`src/source/lsu_map_pkg.sv`:
```
/*
 * LSU memory map package
 * Data widths and the address windows of the DCCM and the PIC.
 * Any address outside both windows goes to the external bus.
 */
`default_nettype none

package lsu_map_pkg;

   // Data and address width
   localparam int XLEN       = 32;
   // DMA write data comes in as a full doubleword
   localparam int DMA_DATA_W = 64;
   // Immediate offset from decode
   localparam int OFFSET_W   = 12;

   // **************************************************
   // Address windows, power-of-two sized and aligned
   // **************************************************
   localparam logic [XLEN-1:0] DCCM_BASE = 32'hF004_0000;
   localparam logic [XLEN-1:0] DCCM_SIZE = 32'h0001_0000;

   localparam logic [XLEN-1:0] PIC_BASE  = 32'hF00C_0000;
   localparam logic [XLEN-1:0] PIC_SIZE  = 32'h0000_8000;

endpackage

`default_nettype wire

```
`src/source/lsu_types_pkg.sv`:
```
/*
 * LSU types package
 * Access packet, per-stage payload, flush vector, DMA request
 * and error packet, with the size, region and exception enums.
 */
`default_nettype none

package lsu_types_pkg;

   // Same encoding as the DMA size field
   typedef enum logic [1:0] {
      SZ_BYTE  = 2'd0,
      SZ_HALF  = 2'd1,
      SZ_WORD  = 2'd2,
      SZ_DWORD = 2'd3
   } lsu_size_e;

   typedef enum logic [1:0] {
      REG_DCCM = 2'd0,
      REG_PIC  = 2'd1,
      REG_EXT  = 2'd2
   } lsu_region_e;

   typedef enum logic {
      EXC_MISALIGNED = 1'b0,
      EXC_ACCESS     = 1'b1
   } lsu_exc_e;

   // **************************************************
   // Packets
   // **************************************************
   typedef struct packed {
      logic      valid;
      logic      dma;
      logic      load;
      logic      store;
      logic      unsign;
      lsu_size_e size;
   } lsu_pkt_t;

   // One access as it moves through a stage
   typedef struct packed {
      lsu_pkt_t                       pkt;
      logic [lsu_map_pkg::XLEN-1:0]   addr;
      logic [lsu_map_pkg::XLEN-1:0]   end_addr;
      lsu_region_e                    region;
      logic                           misaligned;
      logic                           access_fault;
      logic [lsu_map_pkg::XLEN-1:0]   store_data;
   } lsu_stage_t;

   typedef struct packed {
      logic dc2_up;
      logic dc3;
      logic dc4;
      logic dc5;
   } lsu_flush_t;

   typedef struct packed {
      logic                               req;
      logic [lsu_map_pkg::XLEN-1:0]       addr;
      lsu_size_e                          size;
      logic                               write;
      logic [lsu_map_pkg::DMA_DATA_W-1:0] wdata;
   } lsu_dma_req_t;

   // inst_type is 1 for a store
   typedef struct packed {
      logic                           exc_valid;
      lsu_exc_e                       exc_type;
      logic                           inst_type;
      logic                           dma_valid;
      logic [lsu_map_pkg::XLEN-1:0]   addr;
   } lsu_error_pkt_t;

endpackage

`default_nettype wire

```
`src/source/lsu_addrcheck.sv`:
```
/*
 * LSU address check
 * Decodes the region of one access and flags misaligned
 * and access faults from its start and end address.
 */
`timescale 1ns/1ps
`default_nettype none

module lsu_addrcheck (
   input  wire  logic [lsu_map_pkg::XLEN-1:0]   start_addr,
   input  wire  logic [lsu_map_pkg::XLEN-1:0]   end_addr,
   input  wire  lsu_types_pkg::lsu_size_e       size,
   output lsu_types_pkg::lsu_region_e           region,
   output logic                                 misaligned,
   output logic                                 access_fault
);

   lsu_types_pkg::lsu_region_e  end_region;
   logic                        unaligned;

   // Windows are aligned to their size, so masking the low bits is enough
   function automatic lsu_types_pkg::lsu_region_e region_of(
      input logic [lsu_map_pkg::XLEN-1:0] a
   );
      if ((a & ~(lsu_map_pkg::DCCM_SIZE - 1)) == lsu_map_pkg::DCCM_BASE) begin
         return lsu_types_pkg::REG_DCCM;
      end
      if ((a & ~(lsu_map_pkg::PIC_SIZE - 1)) == lsu_map_pkg::PIC_BASE) begin
         return lsu_types_pkg::REG_PIC;
      end
      return lsu_types_pkg::REG_EXT;
   endfunction

   assign region     = region_of(start_addr);
   assign end_region = region_of(end_addr);

   // Natural alignment by size
   always_comb begin
      case (size)
         lsu_types_pkg::SZ_HALF:  unaligned = start_addr[0];
         lsu_types_pkg::SZ_WORD:  unaligned = |start_addr[1:0];
         lsu_types_pkg::SZ_DWORD: unaligned = |start_addr[2:0];
         default:                 unaligned = 1'b0;
      endcase
   end

   // **************************************************
   // Faults
   // **************************************************
   // DCCM handles unaligned accesses itself
   assign misaligned = unaligned & (region != lsu_types_pkg::REG_DCCM);

   // Crossing a window edge, or a PIC access that is not a word
   assign access_fault = (region != end_region)
                       | ((region == lsu_types_pkg::REG_PIC) &
                          (size != lsu_types_pkg::SZ_WORD));

endmodule

`default_nettype wire

```
`src/source/lsu_agu.sv`:
```
/*
 * LSU address generation
 * Picks the DMA request or the core access at decode, registers it
 * into dc1, and forms the start and end address of the access.
 * Region and faults come from the address checker.
 */
`timescale 1ns/1ps
`default_nettype none

module lsu_agu (
   input  wire                                      clk,
   input  wire                                      reset,
   input  wire  lsu_types_pkg::lsu_pkt_t            lsu_p,
   input  wire  lsu_types_pkg::lsu_flush_t          flush,
   input  wire  logic [lsu_map_pkg::XLEN-1:0]       rs1,
   input  wire  logic [lsu_map_pkg::OFFSET_W-1:0]   offset,
   input  wire  logic [lsu_map_pkg::XLEN-1:0]       rs2,
   input  wire  lsu_types_pkg::lsu_dma_req_t        dma,
   output lsu_types_pkg::lsu_stage_t                dc1
);

   lsu_types_pkg::lsu_pkt_t                 pkt_d;
   lsu_types_pkg::lsu_pkt_t                 pkt_dc1;
   logic [lsu_map_pkg::XLEN-1:0]            base_d;
   logic [lsu_map_pkg::XLEN-1:0]            base_dc1;
   logic [lsu_map_pkg::OFFSET_W-1:0]        offset_d;
   logic [lsu_map_pkg::OFFSET_W-1:0]        offset_dc1;
   logic [lsu_map_pkg::DMA_DATA_W-1:0]      dma_wdata_shifted;
   logic [lsu_map_pkg::XLEN-1:0]            store_data_d;
   logic [lsu_map_pkg::XLEN-1:0]            store_data_dc1;
   logic [2:0]                              size_span;
   logic [lsu_map_pkg::OFFSET_W:0]          end_offset;
   logic [lsu_map_pkg::XLEN-1:0]            addr_dc1;
   logic [lsu_map_pkg::XLEN-1:0]            end_addr_dc1;
   lsu_types_pkg::lsu_region_e              region_dc1;
   logic                                    misaligned_dc1;
   logic                                    access_fault_dc1;

   // **************************************************
   // Decode stage premux, DMA wins the slot
   // **************************************************
   assign dma_wdata_shifted = dma.wdata >> {dma.addr[2:0], 3'b000};

   always_comb begin
      pkt_d = lsu_p;
      if (dma.req) begin
         pkt_d.dma    = 1'b1;
         pkt_d.load   = ~dma.write;
         pkt_d.store  = dma.write;
         pkt_d.unsign = 1'b0;
         pkt_d.size   = dma.size;
      end
      pkt_d.valid = (lsu_p.valid & ~flush.dc2_up) | dma.req;

      base_d       = dma.req ? dma.addr : rs1;
      offset_d     = dma.req ? '0 : offset;
      store_data_d = dma.req ? dma_wdata_shifted[lsu_map_pkg::XLEN-1:0] : rs2;
   end

   always_ff @(posedge clk) begin
      pkt_dc1        <= pkt_d;
      base_dc1       <= base_d;
      offset_dc1     <= offset_d;
      store_data_dc1 <= store_data_d;
      if (reset) begin
         pkt_dc1.valid <= 1'b0;
      end
   end

   // **************************************************
   // dc1 start and end address
   // **************************************************
   always_comb begin
      case (pkt_dc1.size)
         lsu_types_pkg::SZ_HALF:  size_span = 3'd1;
         lsu_types_pkg::SZ_WORD:  size_span = 3'd3;
         lsu_types_pkg::SZ_DWORD: size_span = 3'd7;
         default:                 size_span = 3'd0;
      endcase
   end

   // Offset plus span stays signed, one bit wider than the offset
   assign end_offset = {offset_dc1[lsu_map_pkg::OFFSET_W-1], offset_dc1}
                     + {{(lsu_map_pkg::OFFSET_W-2){1'b0}}, size_span};

   assign addr_dc1 = base_dc1
      + {{(lsu_map_pkg::XLEN-lsu_map_pkg::OFFSET_W){offset_dc1[lsu_map_pkg::OFFSET_W-1]}},
         offset_dc1};
   assign end_addr_dc1 = base_dc1
      + {{(lsu_map_pkg::XLEN-lsu_map_pkg::OFFSET_W-1){end_offset[lsu_map_pkg::OFFSET_W]}},
         end_offset};

   lsu_addrcheck u_addrcheck (
      .start_addr   (addr_dc1),
      .end_addr     (end_addr_dc1),
      .size         (pkt_dc1.size),
      .region       (region_dc1),
      .misaligned   (misaligned_dc1),
      .access_fault (access_fault_dc1)
   );

   always_comb begin
      dc1.pkt          = pkt_dc1;
      dc1.addr         = addr_dc1;
      dc1.end_addr     = end_addr_dc1;
      dc1.region       = region_dc1;
      dc1.misaligned   = misaligned_dc1;
      dc1.access_fault = access_fault_dc1;
      dc1.store_data   = store_data_dc1;
   end

endmodule

`default_nettype wire

```
`src/source/lsu_pipe.sv`:
```
/*
 * LSU pipeline registers
 * Carries an access from dc1 through dc5, one stage per cycle.
 * Each stage drops a core access when its flush arrives;
 * DMA accesses always run through.
 */
`timescale 1ns/1ps
`default_nettype none

module lsu_pipe (
   input  wire                                clk,
   input  wire                                reset,
   input  wire  lsu_types_pkg::lsu_stage_t    dc1,
   input  wire  lsu_types_pkg::lsu_flush_t    flush,
   output lsu_types_pkg::lsu_stage_t          dc3,
   output lsu_types_pkg::lsu_stage_t          dc5
);

   localparam int FIRST_REG = 2;
   localparam int LAST_REG  = 5;

   // stage[1] is the dc1 input, stage[2..5] the registered stages
   lsu_types_pkg::lsu_stage_t  stage [1:LAST_REG];
   // Flush that kills the access entering stage s
   logic [LAST_REG:FIRST_REG]  kill;

   assign stage[1] = dc1;

   // **************************************************
   // Kill per stage
   // **************************************************
   // dc2_up covers both dc2 and dc3 entry
   assign kill[2] = flush.dc2_up;
   assign kill[3] = flush.dc2_up;
   assign kill[4] = flush.dc3;
   assign kill[5] = flush.dc4;

   for (genvar s = FIRST_REG; s <= LAST_REG; s++) begin : g_stage
      lsu_types_pkg::lsu_stage_t  stage_in;
      lsu_types_pkg::lsu_stage_t  stage_q;

      always_comb begin
         stage_in = stage[s-1];
         stage_in.pkt.valid = stage[s-1].pkt.valid
                            & ~(kill[s] & ~stage[s-1].pkt.dma);
      end

      // Only the valid bit needs reset, the rest is payload
      always_ff @(posedge clk) begin
         stage_q <= stage_in;
         if (reset) begin
            stage_q.pkt.valid <= 1'b0;
         end
      end

      assign stage[s] = stage_q;
   end

   assign dc3 = stage[3];
   assign dc5 = stage[5];

endmodule

`default_nettype wire

```
`src/source/lsu_load_format.sv`:
```
/*
 * LSU load formatting
 * Selects the dc3 load data from the DCCM or the external bus
 * and sign- or zero-extends byte and half loads.
 */
`timescale 1ns/1ps
`default_nettype none

module lsu_load_format (
   input  wire  lsu_types_pkg::lsu_stage_t      dc3,
   input  wire  logic [lsu_map_pkg::XLEN-1:0]   ld_data_dccm,
   input  wire  logic [lsu_map_pkg::XLEN-1:0]   bus_read_data,
   output logic [lsu_map_pkg::XLEN-1:0]         result
);

   logic [lsu_map_pkg::XLEN-1:0]  ld_data;

   // PIC reads come back on the DCCM data path
   assign ld_data = (dc3.region == lsu_types_pkg::REG_EXT) ? bus_read_data : ld_data_dccm;

   always_comb begin
      case (dc3.pkt.size)
         lsu_types_pkg::SZ_BYTE: begin
            result = {{(lsu_map_pkg::XLEN-8){~dc3.pkt.unsign & ld_data[7]}},
                      ld_data[7:0]};
         end
         lsu_types_pkg::SZ_HALF: begin
            result = {{(lsu_map_pkg::XLEN-16){~dc3.pkt.unsign & ld_data[15]}},
                      ld_data[15:0]};
         end
         // word and wider pass as is
         default: begin
            result = ld_data;
         end
      endcase
   end

endmodule

`default_nettype wire

```
`src/source/lsu_exc.sv`:
```
/*
 * LSU exception and commit
 * Builds the dc3 error packet for core accesses with a fault
 * and signals commit of core loads and stores in dc5.
 */
`timescale 1ns/1ps
`default_nettype none

module lsu_exc (
   input  wire  lsu_types_pkg::lsu_stage_t      dc3,
   input  wire  lsu_types_pkg::lsu_stage_t      dc5,
   input  wire  lsu_types_pkg::lsu_flush_t      flush,
   output lsu_types_pkg::lsu_error_pkt_t        error_pkt,
   output logic                                 commit
);

   logic  fault_dc3;

   assign fault_dc3 = dc3.misaligned | dc3.access_fault;

   // **************************************************
   // dc3 error packet
   // **************************************************
   // DMA faults are not reported to the core
   always_comb begin
      error_pkt.exc_valid = fault_dc3 & dc3.pkt.valid & ~dc3.pkt.dma & ~flush.dc3;
      error_pkt.exc_type  = dc3.misaligned ? lsu_types_pkg::EXC_MISALIGNED
                                           : lsu_types_pkg::EXC_ACCESS;
      error_pkt.inst_type = dc3.pkt.store;
      error_pkt.dma_valid = dc3.pkt.dma;
      error_pkt.addr      = dc3.addr;
   end

   // **************************************************
   // dc5 commit
   // **************************************************
   assign commit = dc5.pkt.valid & (dc5.pkt.load | dc5.pkt.store)
                 & ~flush.dc5 & ~dc5.pkt.dma;

endmodule

`default_nettype wire

```
`src/source/lsu_lsc_ctl.sv`:
```
/*
 * LSU control path top
 * Decode to dc5 pipeline of the load/store unit: address generation
 * in dc1, load result and error packet in dc3, store data and
 * commit in dc5.
 */
`timescale 1ns/1ps
`default_nettype none

module lsu_lsc_ctl (
   input  wire                                      clk,
   input  wire                                      reset,
   // Core access in decode
   input  wire  lsu_types_pkg::lsu_pkt_t            lsu_p,
   input  wire  logic [lsu_map_pkg::XLEN-1:0]       rs1,
   input  wire  logic [lsu_map_pkg::OFFSET_W-1:0]   offset,
   input  wire  logic [lsu_map_pkg::XLEN-1:0]       rs2,
   // DMA slave request
   input  wire  lsu_types_pkg::lsu_dma_req_t        dma,
   input  wire  lsu_types_pkg::lsu_flush_t          flush,
   // Load data, valid while the access is in dc3
   input  wire  logic [lsu_map_pkg::XLEN-1:0]       ld_data_dccm,
   input  wire  logic [lsu_map_pkg::XLEN-1:0]       bus_read_data,
   output logic [lsu_map_pkg::XLEN-1:0]             lsu_addr_dc1,
   output logic [lsu_map_pkg::XLEN-1:0]             lsu_result_dc3,
   output lsu_types_pkg::lsu_error_pkt_t            lsu_error_pkt_dc3,
   output logic [lsu_map_pkg::XLEN-1:0]             store_data_dc5,
   output logic                                     lsu_commit_dc5
);

   lsu_types_pkg::lsu_stage_t  dc1;
   lsu_types_pkg::lsu_stage_t  dc3;
   lsu_types_pkg::lsu_stage_t  dc5;

   lsu_agu u_agu (
      .clk    (clk),
      .reset  (reset),
      .lsu_p  (lsu_p),
      .flush  (flush),
      .rs1    (rs1),
      .offset (offset),
      .rs2    (rs2),
      .dma    (dma),
      .dc1    (dc1)
   );

   lsu_pipe u_pipe (
      .clk   (clk),
      .reset (reset),
      .dc1   (dc1),
      .flush (flush),
      .dc3   (dc3),
      .dc5   (dc5)
   );

   lsu_load_format u_load_format (
      .dc3           (dc3),
      .ld_data_dccm  (ld_data_dccm),
      .bus_read_data (bus_read_data),
      .result        (lsu_result_dc3)
   );

   lsu_exc u_exc (
      .dc3       (dc3),
      .dc5       (dc5),
      .flush     (flush),
      .error_pkt (lsu_error_pkt_dc3),
      .commit    (lsu_commit_dc5)
   );

   assign lsu_addr_dc1   = dc1.addr;
   assign store_data_dc5 = dc5.store_data;

endmodule

`default_nettype wire

```
`config.mk`:
```
export PLATFORM = sky130hd
export DESIGN_NAME = lsu_lsc_ctl
export DESIGN_NICKNAME = d
export VERILOG_FILES = /design/src/source/lsu_map_pkg.sv /design/src/source/lsu_types_pkg.sv /design/src/source/lsu_addrcheck.sv /design/src/source/lsu_agu.sv /design/src/source/lsu_pipe.sv /design/src/source/lsu_load_format.sv /design/src/source/lsu_exc.sv /design/src/source/lsu_lsc_ctl.sv
export SDC_FILE = /design/constraint.sdc
export NUM_CORES = 1
export LEC_CHECK = 0
export BUFFER_PORTS_ARGS = -buffer_cell sky130_fd_sc_hd__buf_2
export CORE_MARGIN = 10
export CORE_UTILIZATION = 25
export DETAILED_ROUTE_END_ITERATION = 16
export PLACE_DENSITY_LB_ADDON = 0.3
export SKIP_CTS_REPAIR_TIMING = 1
export SYNTH_ARGS = -nofsm -noshare
export SYNTH_HDL_FRONTEND = slang
export SYNTH_SLANG_ARGS = --single-unit
```
`constraint.sdc`:
```
create_clock -name clk -period 6.58 [get_ports clk]
set_input_delay 0.987 -clock clk [delete_from_list [all_inputs] [get_ports clk]]
set_output_delay 0.987 -clock clk [all_outputs]
set_load 0.02 [all_outputs]
```
== After elaboration in Yosys (flattened, before gate mapping) ==
Index checks and enable logic that the tools add are counted.
Storage, ports and cells
  logic and storage cells: 120
  flip-flop bits (word level): 305
Operators by class
  reductions and logical operators: 4
  add/subtract/negate cells: 3
  bitwise operators: 37
  shift operators: 1
  mux-type cells: 22
  equal/unequal tests: 12
Operators by type and width (number)
  $mux 32: 3
  $add 32x32->32: 2
  $pmux 32 s2: 1
  $shr 64x6->32: 1
  $eq 17x17->1 const B: 2
  $eq 16x16->1 const B: 2
  $and 1x1->1: 19
  $mux 2: 8
  $not 1->1: 14
  $add 12x4->13: 1
  $pmux 3 s3: 1
  $mux 1: 7
  $eq 2x1->1 const B: 3
  $eq 2x2->1 const B: 3
  $mux 5: 1
  $or 1x1->1: 4
  $pmux 1 s3: 1
  $reduce_or 3->1: 1
  $logic_not 2->1: 1
  $ne 2x2->1: 1
  $ne 2x2->1 const B: 1
  $reduce_bool 2->1: 1
  $reduce_or 2->1: 1

== Depth between registers and ports, before layout ==
  depth after elaboration: 11
  mapped depth: 20
  gate-level depth less buffers: 20

== Modules after synthesis ==
A second synthesis with hierarchy kept.
Second synthesis, totals
  cells, all modules: 1618
  area total of the unflattened synthesis: 18491.5 µm²
By module, submodules not included
  lsu_pipe: sequential area each 8568.2 µm², times used 1, cells each 542, area each 9454.1 µm²
  lsu_agu: sequential area each 1661.6 µm², times used 1, cells each 890, area each 7727.4 µm²
  lsu_load_format: sequential area each 0.0 µm², times used 1, cells each 124, area each 840.8 µm²
  lsu_exc: sequential area each 0.0 µm², times used 1, cells each 39, area each 296.5 µm²
  lsu_addrcheck: sequential area each 0.0 µm², times used 1, cells each 23, area each 172.7 µm²

== Least setup slack after synthesis ==
Ideal clock, no wire load.
  kind: register -> register
  start: register u_agu.pkt_dc1 (netlist bit u_agu.dc1[101])
  end: register u_pipe.g_stage[2].stage_q[32] (netlist name)
  cell stages (with the launch flop): 19
  buffers on the path: 0
  data arrival time: 4217 ps
  required time: 6452 ps
  period minus slack after synthesis: 4345 ps
  library setup time: 128 ps
  setup slack: 2235 ps
  cells stage by stage: dfxtp_1 -> or2_2 -> ha_1 -> inv_1 -> fa_1 -> nor2b_1 -> nor2_1 -> o31a_1 -> ha_1 -> a211o_1 -> a211oi_1 -> or3b_1 -> o311ai_2 -> a31oi_1 -> mux2_2 -> a311o_1 -> nor4_1 -> o211a_1 -> o22ai_1
RTL lines
  from (decl): line lsu_agu.sv:23  | lsu_types_pkg::lsu_pkt_t pkt_dc1;
  from (signal assigned): line lsu_agu.sv:61  | pkt_dc1 <= pkt_d;
  to (signal assigned): line lsu_pipe.sv:50  | stage_q <= stage_in;
  to (decl): line lsu_pipe.sv:40  | lsu_types_pkg::lsu_stage_t stage_q;

==> impl_metrics.toml <==
[run_status]
status = "finished, final reports clean"

[yosys]
ys_seq_area_share_pct = 44.8
synth_warnings = 0
yosys_most_used_dff = "dfxtp_1"
yosysUniqueCellTypes = 76
syn_inst = 1338
netlist_area_um2 = 13600
synth_fp_nets = 1657
synth_enable_flop_cells = 0
ys_async_sr_fraction_pct = 0
avgSynthCellArea_um2 = 10.2
ys_seq_elements = 305

[finish]
final_nets = 1930
syn2layout_area_growth_pct = 23.6
final_cell_mix = "buf_2 (384), dfxtp_1 (305), nand2_1 (99), a21oi_1 (80), mux2_2 (67)"
finish.instance_area_um2 = 16800
layout_commonest_cell = "buf_2"
drive_gt1_share_pct = 34.4

[die]
die_y_um = 253
rows = 85
ios = 386
fp.coreArea_um2 = 53900
initial_core_util_pct = 25.3
die_w_um = 253
fp.dieArea_um2 = 64200

[power_and_ir_drop]
finalPower_mw = 5.35
powerDensity_nw_per_um2 = 318
sw_frac_of_total_pct = 30.0
p_int_mw = 3.75
switchingPower_mw = 1.61
peakVddDrop_v = 0.000154
pwr-share-comb_pct = 20.5
p_leak_nw = 7.68
p_seq_share_pct = 40.2
p_clk_share_pct = 39.4

[routing]
vias = 10700
drc = 0
viasPerCell = 4.55
drtIter0Drc = 686
postRouteWirelength_um = 44200
dr.pass1.iters = 5
ant_nets = 0
wire_per_inst_um = 18.9

[sta]
fin_tns_setup_ns = 0
maxSlewViolCount = 0
rsz0062_at_grt = "false"
worst_pin_slew_ns = 1.12
hold_viol = 0
fin_worst_skew_ns = 0.0231
max_freq_mhz = 188
fin_ws_ns = 1.27
finalCritPeriodShare_pct = 80.8
fin_crit_ns = 5.31
slew_headroom_pct = 25.1
finalSetupViolCount = 0

[global_route]
track_usage_pct = 13.0
antenna_found_initial = 9
grt_pass1_wl_um = 64400
grt_pass1_vias = 10700
grt_max_degree = 60
grt_overflow = 0

[critical_path]
crit_chain = "or2_2 -> ha_1 -> inv_1 -> fa_1 -> nor2b_1 -> nor2_1 -> o31a_1 -> ha_1 -> a211o_1 -> a21oi_1 -> nor4b_1 -> a221oi_1 -> or3_1 -> a221oi_1 -> nand4_1 -> nor4_1 -> o41ai_1 -> o22ai_1"
crit_arrival_ns = 5.81
crit_buf_inv = 1
start_kind = "flop"
critPathKind = "flop to flop"
crit_path_top_delay_cell = "o31a_1"
crit_fanout = 20
end_kind = "flop"
critical_path.startpoint = "u_agu.dc1[101]"
critPathRequiredTime_ns = 7.07
critPathTopFamily = "compound AO/OA/AOI/OAI gates"
r2r_start = "u_agu.dc1[101]"
slowest_delay_ns = 0.61

[clock_network]
clk_path_buf_depth = 3
cts_buffers = 37
cts_tree = "done"
clkLatencyLatePin_ns = 0.56
htree_num_levels = 2
cts_num_sinks = 305
clk_pin_slew_ns = 0.07
cts-root-buf = "clkbuf_16"

[hold_path]
hold_path.class = "flop to flop"
hold_path_startpoint = "u_agu.store_data_dc1[31]"

[place]
place_hpwl_um = 35800
port_buffers = 385
post_dp_cell_area_um2 = 15500
place_ws_ns = 1.30
place_congestion = 0.909

[run]
cap_violations = 0
path summary, 6_finish.rpt:
path | depth (start not counted) | to | slack, ns
min reg2reg | 0 | u_pipe.g_stage[2].stage_q[31] | 0.31
min | 0 | u_pipe.g_stage[2].stage_q[31] | 0.31
max reg2reg | 18 | u_pipe.g_stage[2].stage_q[32] | 1.27
max | 18 | u_pipe.g_stage[2].stage_q[32] | 1.27
logic make-up (layout without fill, tap and decap cells):
| logic type | count (synthesis) | count (layout) | synth area share, % |
|---|---|---|---|
| compound gates | 295 | 295 | 15.2 |
| xor+xnor | 45 | 45 | 2.89 |
| simple gates | 294 | 294 | 10.7 |
| other cells | 0 | 6 | 0 |
| fa+ha+maj | 66 | 66 | 6.17 |
| flops | 305 | 305 | 44.8 |
| mux | 135 | 135 | 12.0 |
| buf+inv | 198 | 499 | 8.21 |
stage by stage:
stage	std cells	util, %	hold slack (ns)
floorplan	1338	-	0.310
global placement	2268	28.8	0.310
detailed placement	2268	28.8	0.312
CTS	2335	31.2	0.299
global route	2338	31.2	0.309
finish	2341	31.2	0.311
layout make-up:
cell class	instances	area, um^2
inverters	41	154
clock buffers	46	1040
well taps	696	871
fillers	5584	37100
clock inverters	21	265
flip-flops and latches	305	6110
repair buffers	391	1970
multi-input cells	835	6400
diodes	6	15.0
routing by layer:
| layer | track usage [%] | part of all wire (%) | vias up |
|---|---|---|---|
| met2 | 21.4 | 47 | 343 |
| li1 | - | - | 5238 |
| met5 | 0 | 0.029 | - |
| met3 | 3.06 | 6.5 | 71 |
| met4 | 5.40 | 3.4 | 2 |
| met1 | 16.1 | 43 | 4999 |
flip-flops by register name, indices dropped and copies added (netlist names):
register                flops
u_agu.store_data_dc1       32
u_pipe.dc3                 75
u_pipe.dc5                 36
u_pipe.g_stage.stage_q    111
u_agu.dc1                   7
u_agu.offset_dc1           12
u_agu.base_dc1             32
cell usage after synthesis (4+ instances only):
library cell,n,share of area (%)
and2_1,9,0.41
ha_1,64,5.9
and3_1,12,0.55
a211oi_1,19,1.0
o211a_1,4,0.29
o221ai_1,8,0.51
mux2_2,67,5.5
nor3_1,16,0.59
a221oi_1,5,0.32
mux2i_1,51,3.7
a21oi_1,80,2.9
buf_4,98,5.4
nand4_1,15,0.69
a221o_1,8,0.59
o211ai_1,25,1.4
inv_1,41,1.1
xor2_1,18,1.2
nor4b_1,4,0.26
a31oi_1,12,0.55
o21a_1,13,0.72
nand2b_1,6,0.28
nor2b_1,40,1.8
or2_2,4,0.18
xnor2_1,27,1.7
mux4_2,16,2.6
clkbuf_1,38,1.0
nand2_1,99,2.7
o31ai_1,6,0.33
nor2_1,53,1.5
buf_2,5,0.18
o21bai_1,7,0.39
nand3_1,14,0.51
a21o_1,22,1.2
nor4_1,6,0.28
or3_1,5,0.23
o21ai_0,47,1.7
dfxtp_1,305,45
a211o_1,4,0.26
buf_1,15,0.41
worst register-to-register path, cell delays in order (launching register included):
cell,delay (ns)
dfxtp_1,0.42
or2_2,0.17
ha_1,0.16
inv_1,0.05
fa_1,0.41
nor2b_1,0.22
nor2_1,0.09
o31a_1,0.61
ha_1,0.46
a211o_1,0.30
a21oi_1,0.18
nor4b_1,0.28
a221oi_1,0.18
or3_1,0.39
a221oi_1,0.30
nand4_1,0.15
nor4_1,0.51
o41ai_1,0.18
o22ai_1,0.19
power groups by stage:
stage               registers, mW  clock network, mW  logic, mW
finish                       2.15               2.11       1.10
global route                 2.17               2.26       1.19
CTS                          2.15               2.19       1.11
detailed placement           2.19                  0       1.10
global placement             2.19                  0       1.10
floorplan                    2.16                  0      0.838
Power figures use the tool's default switching activity.
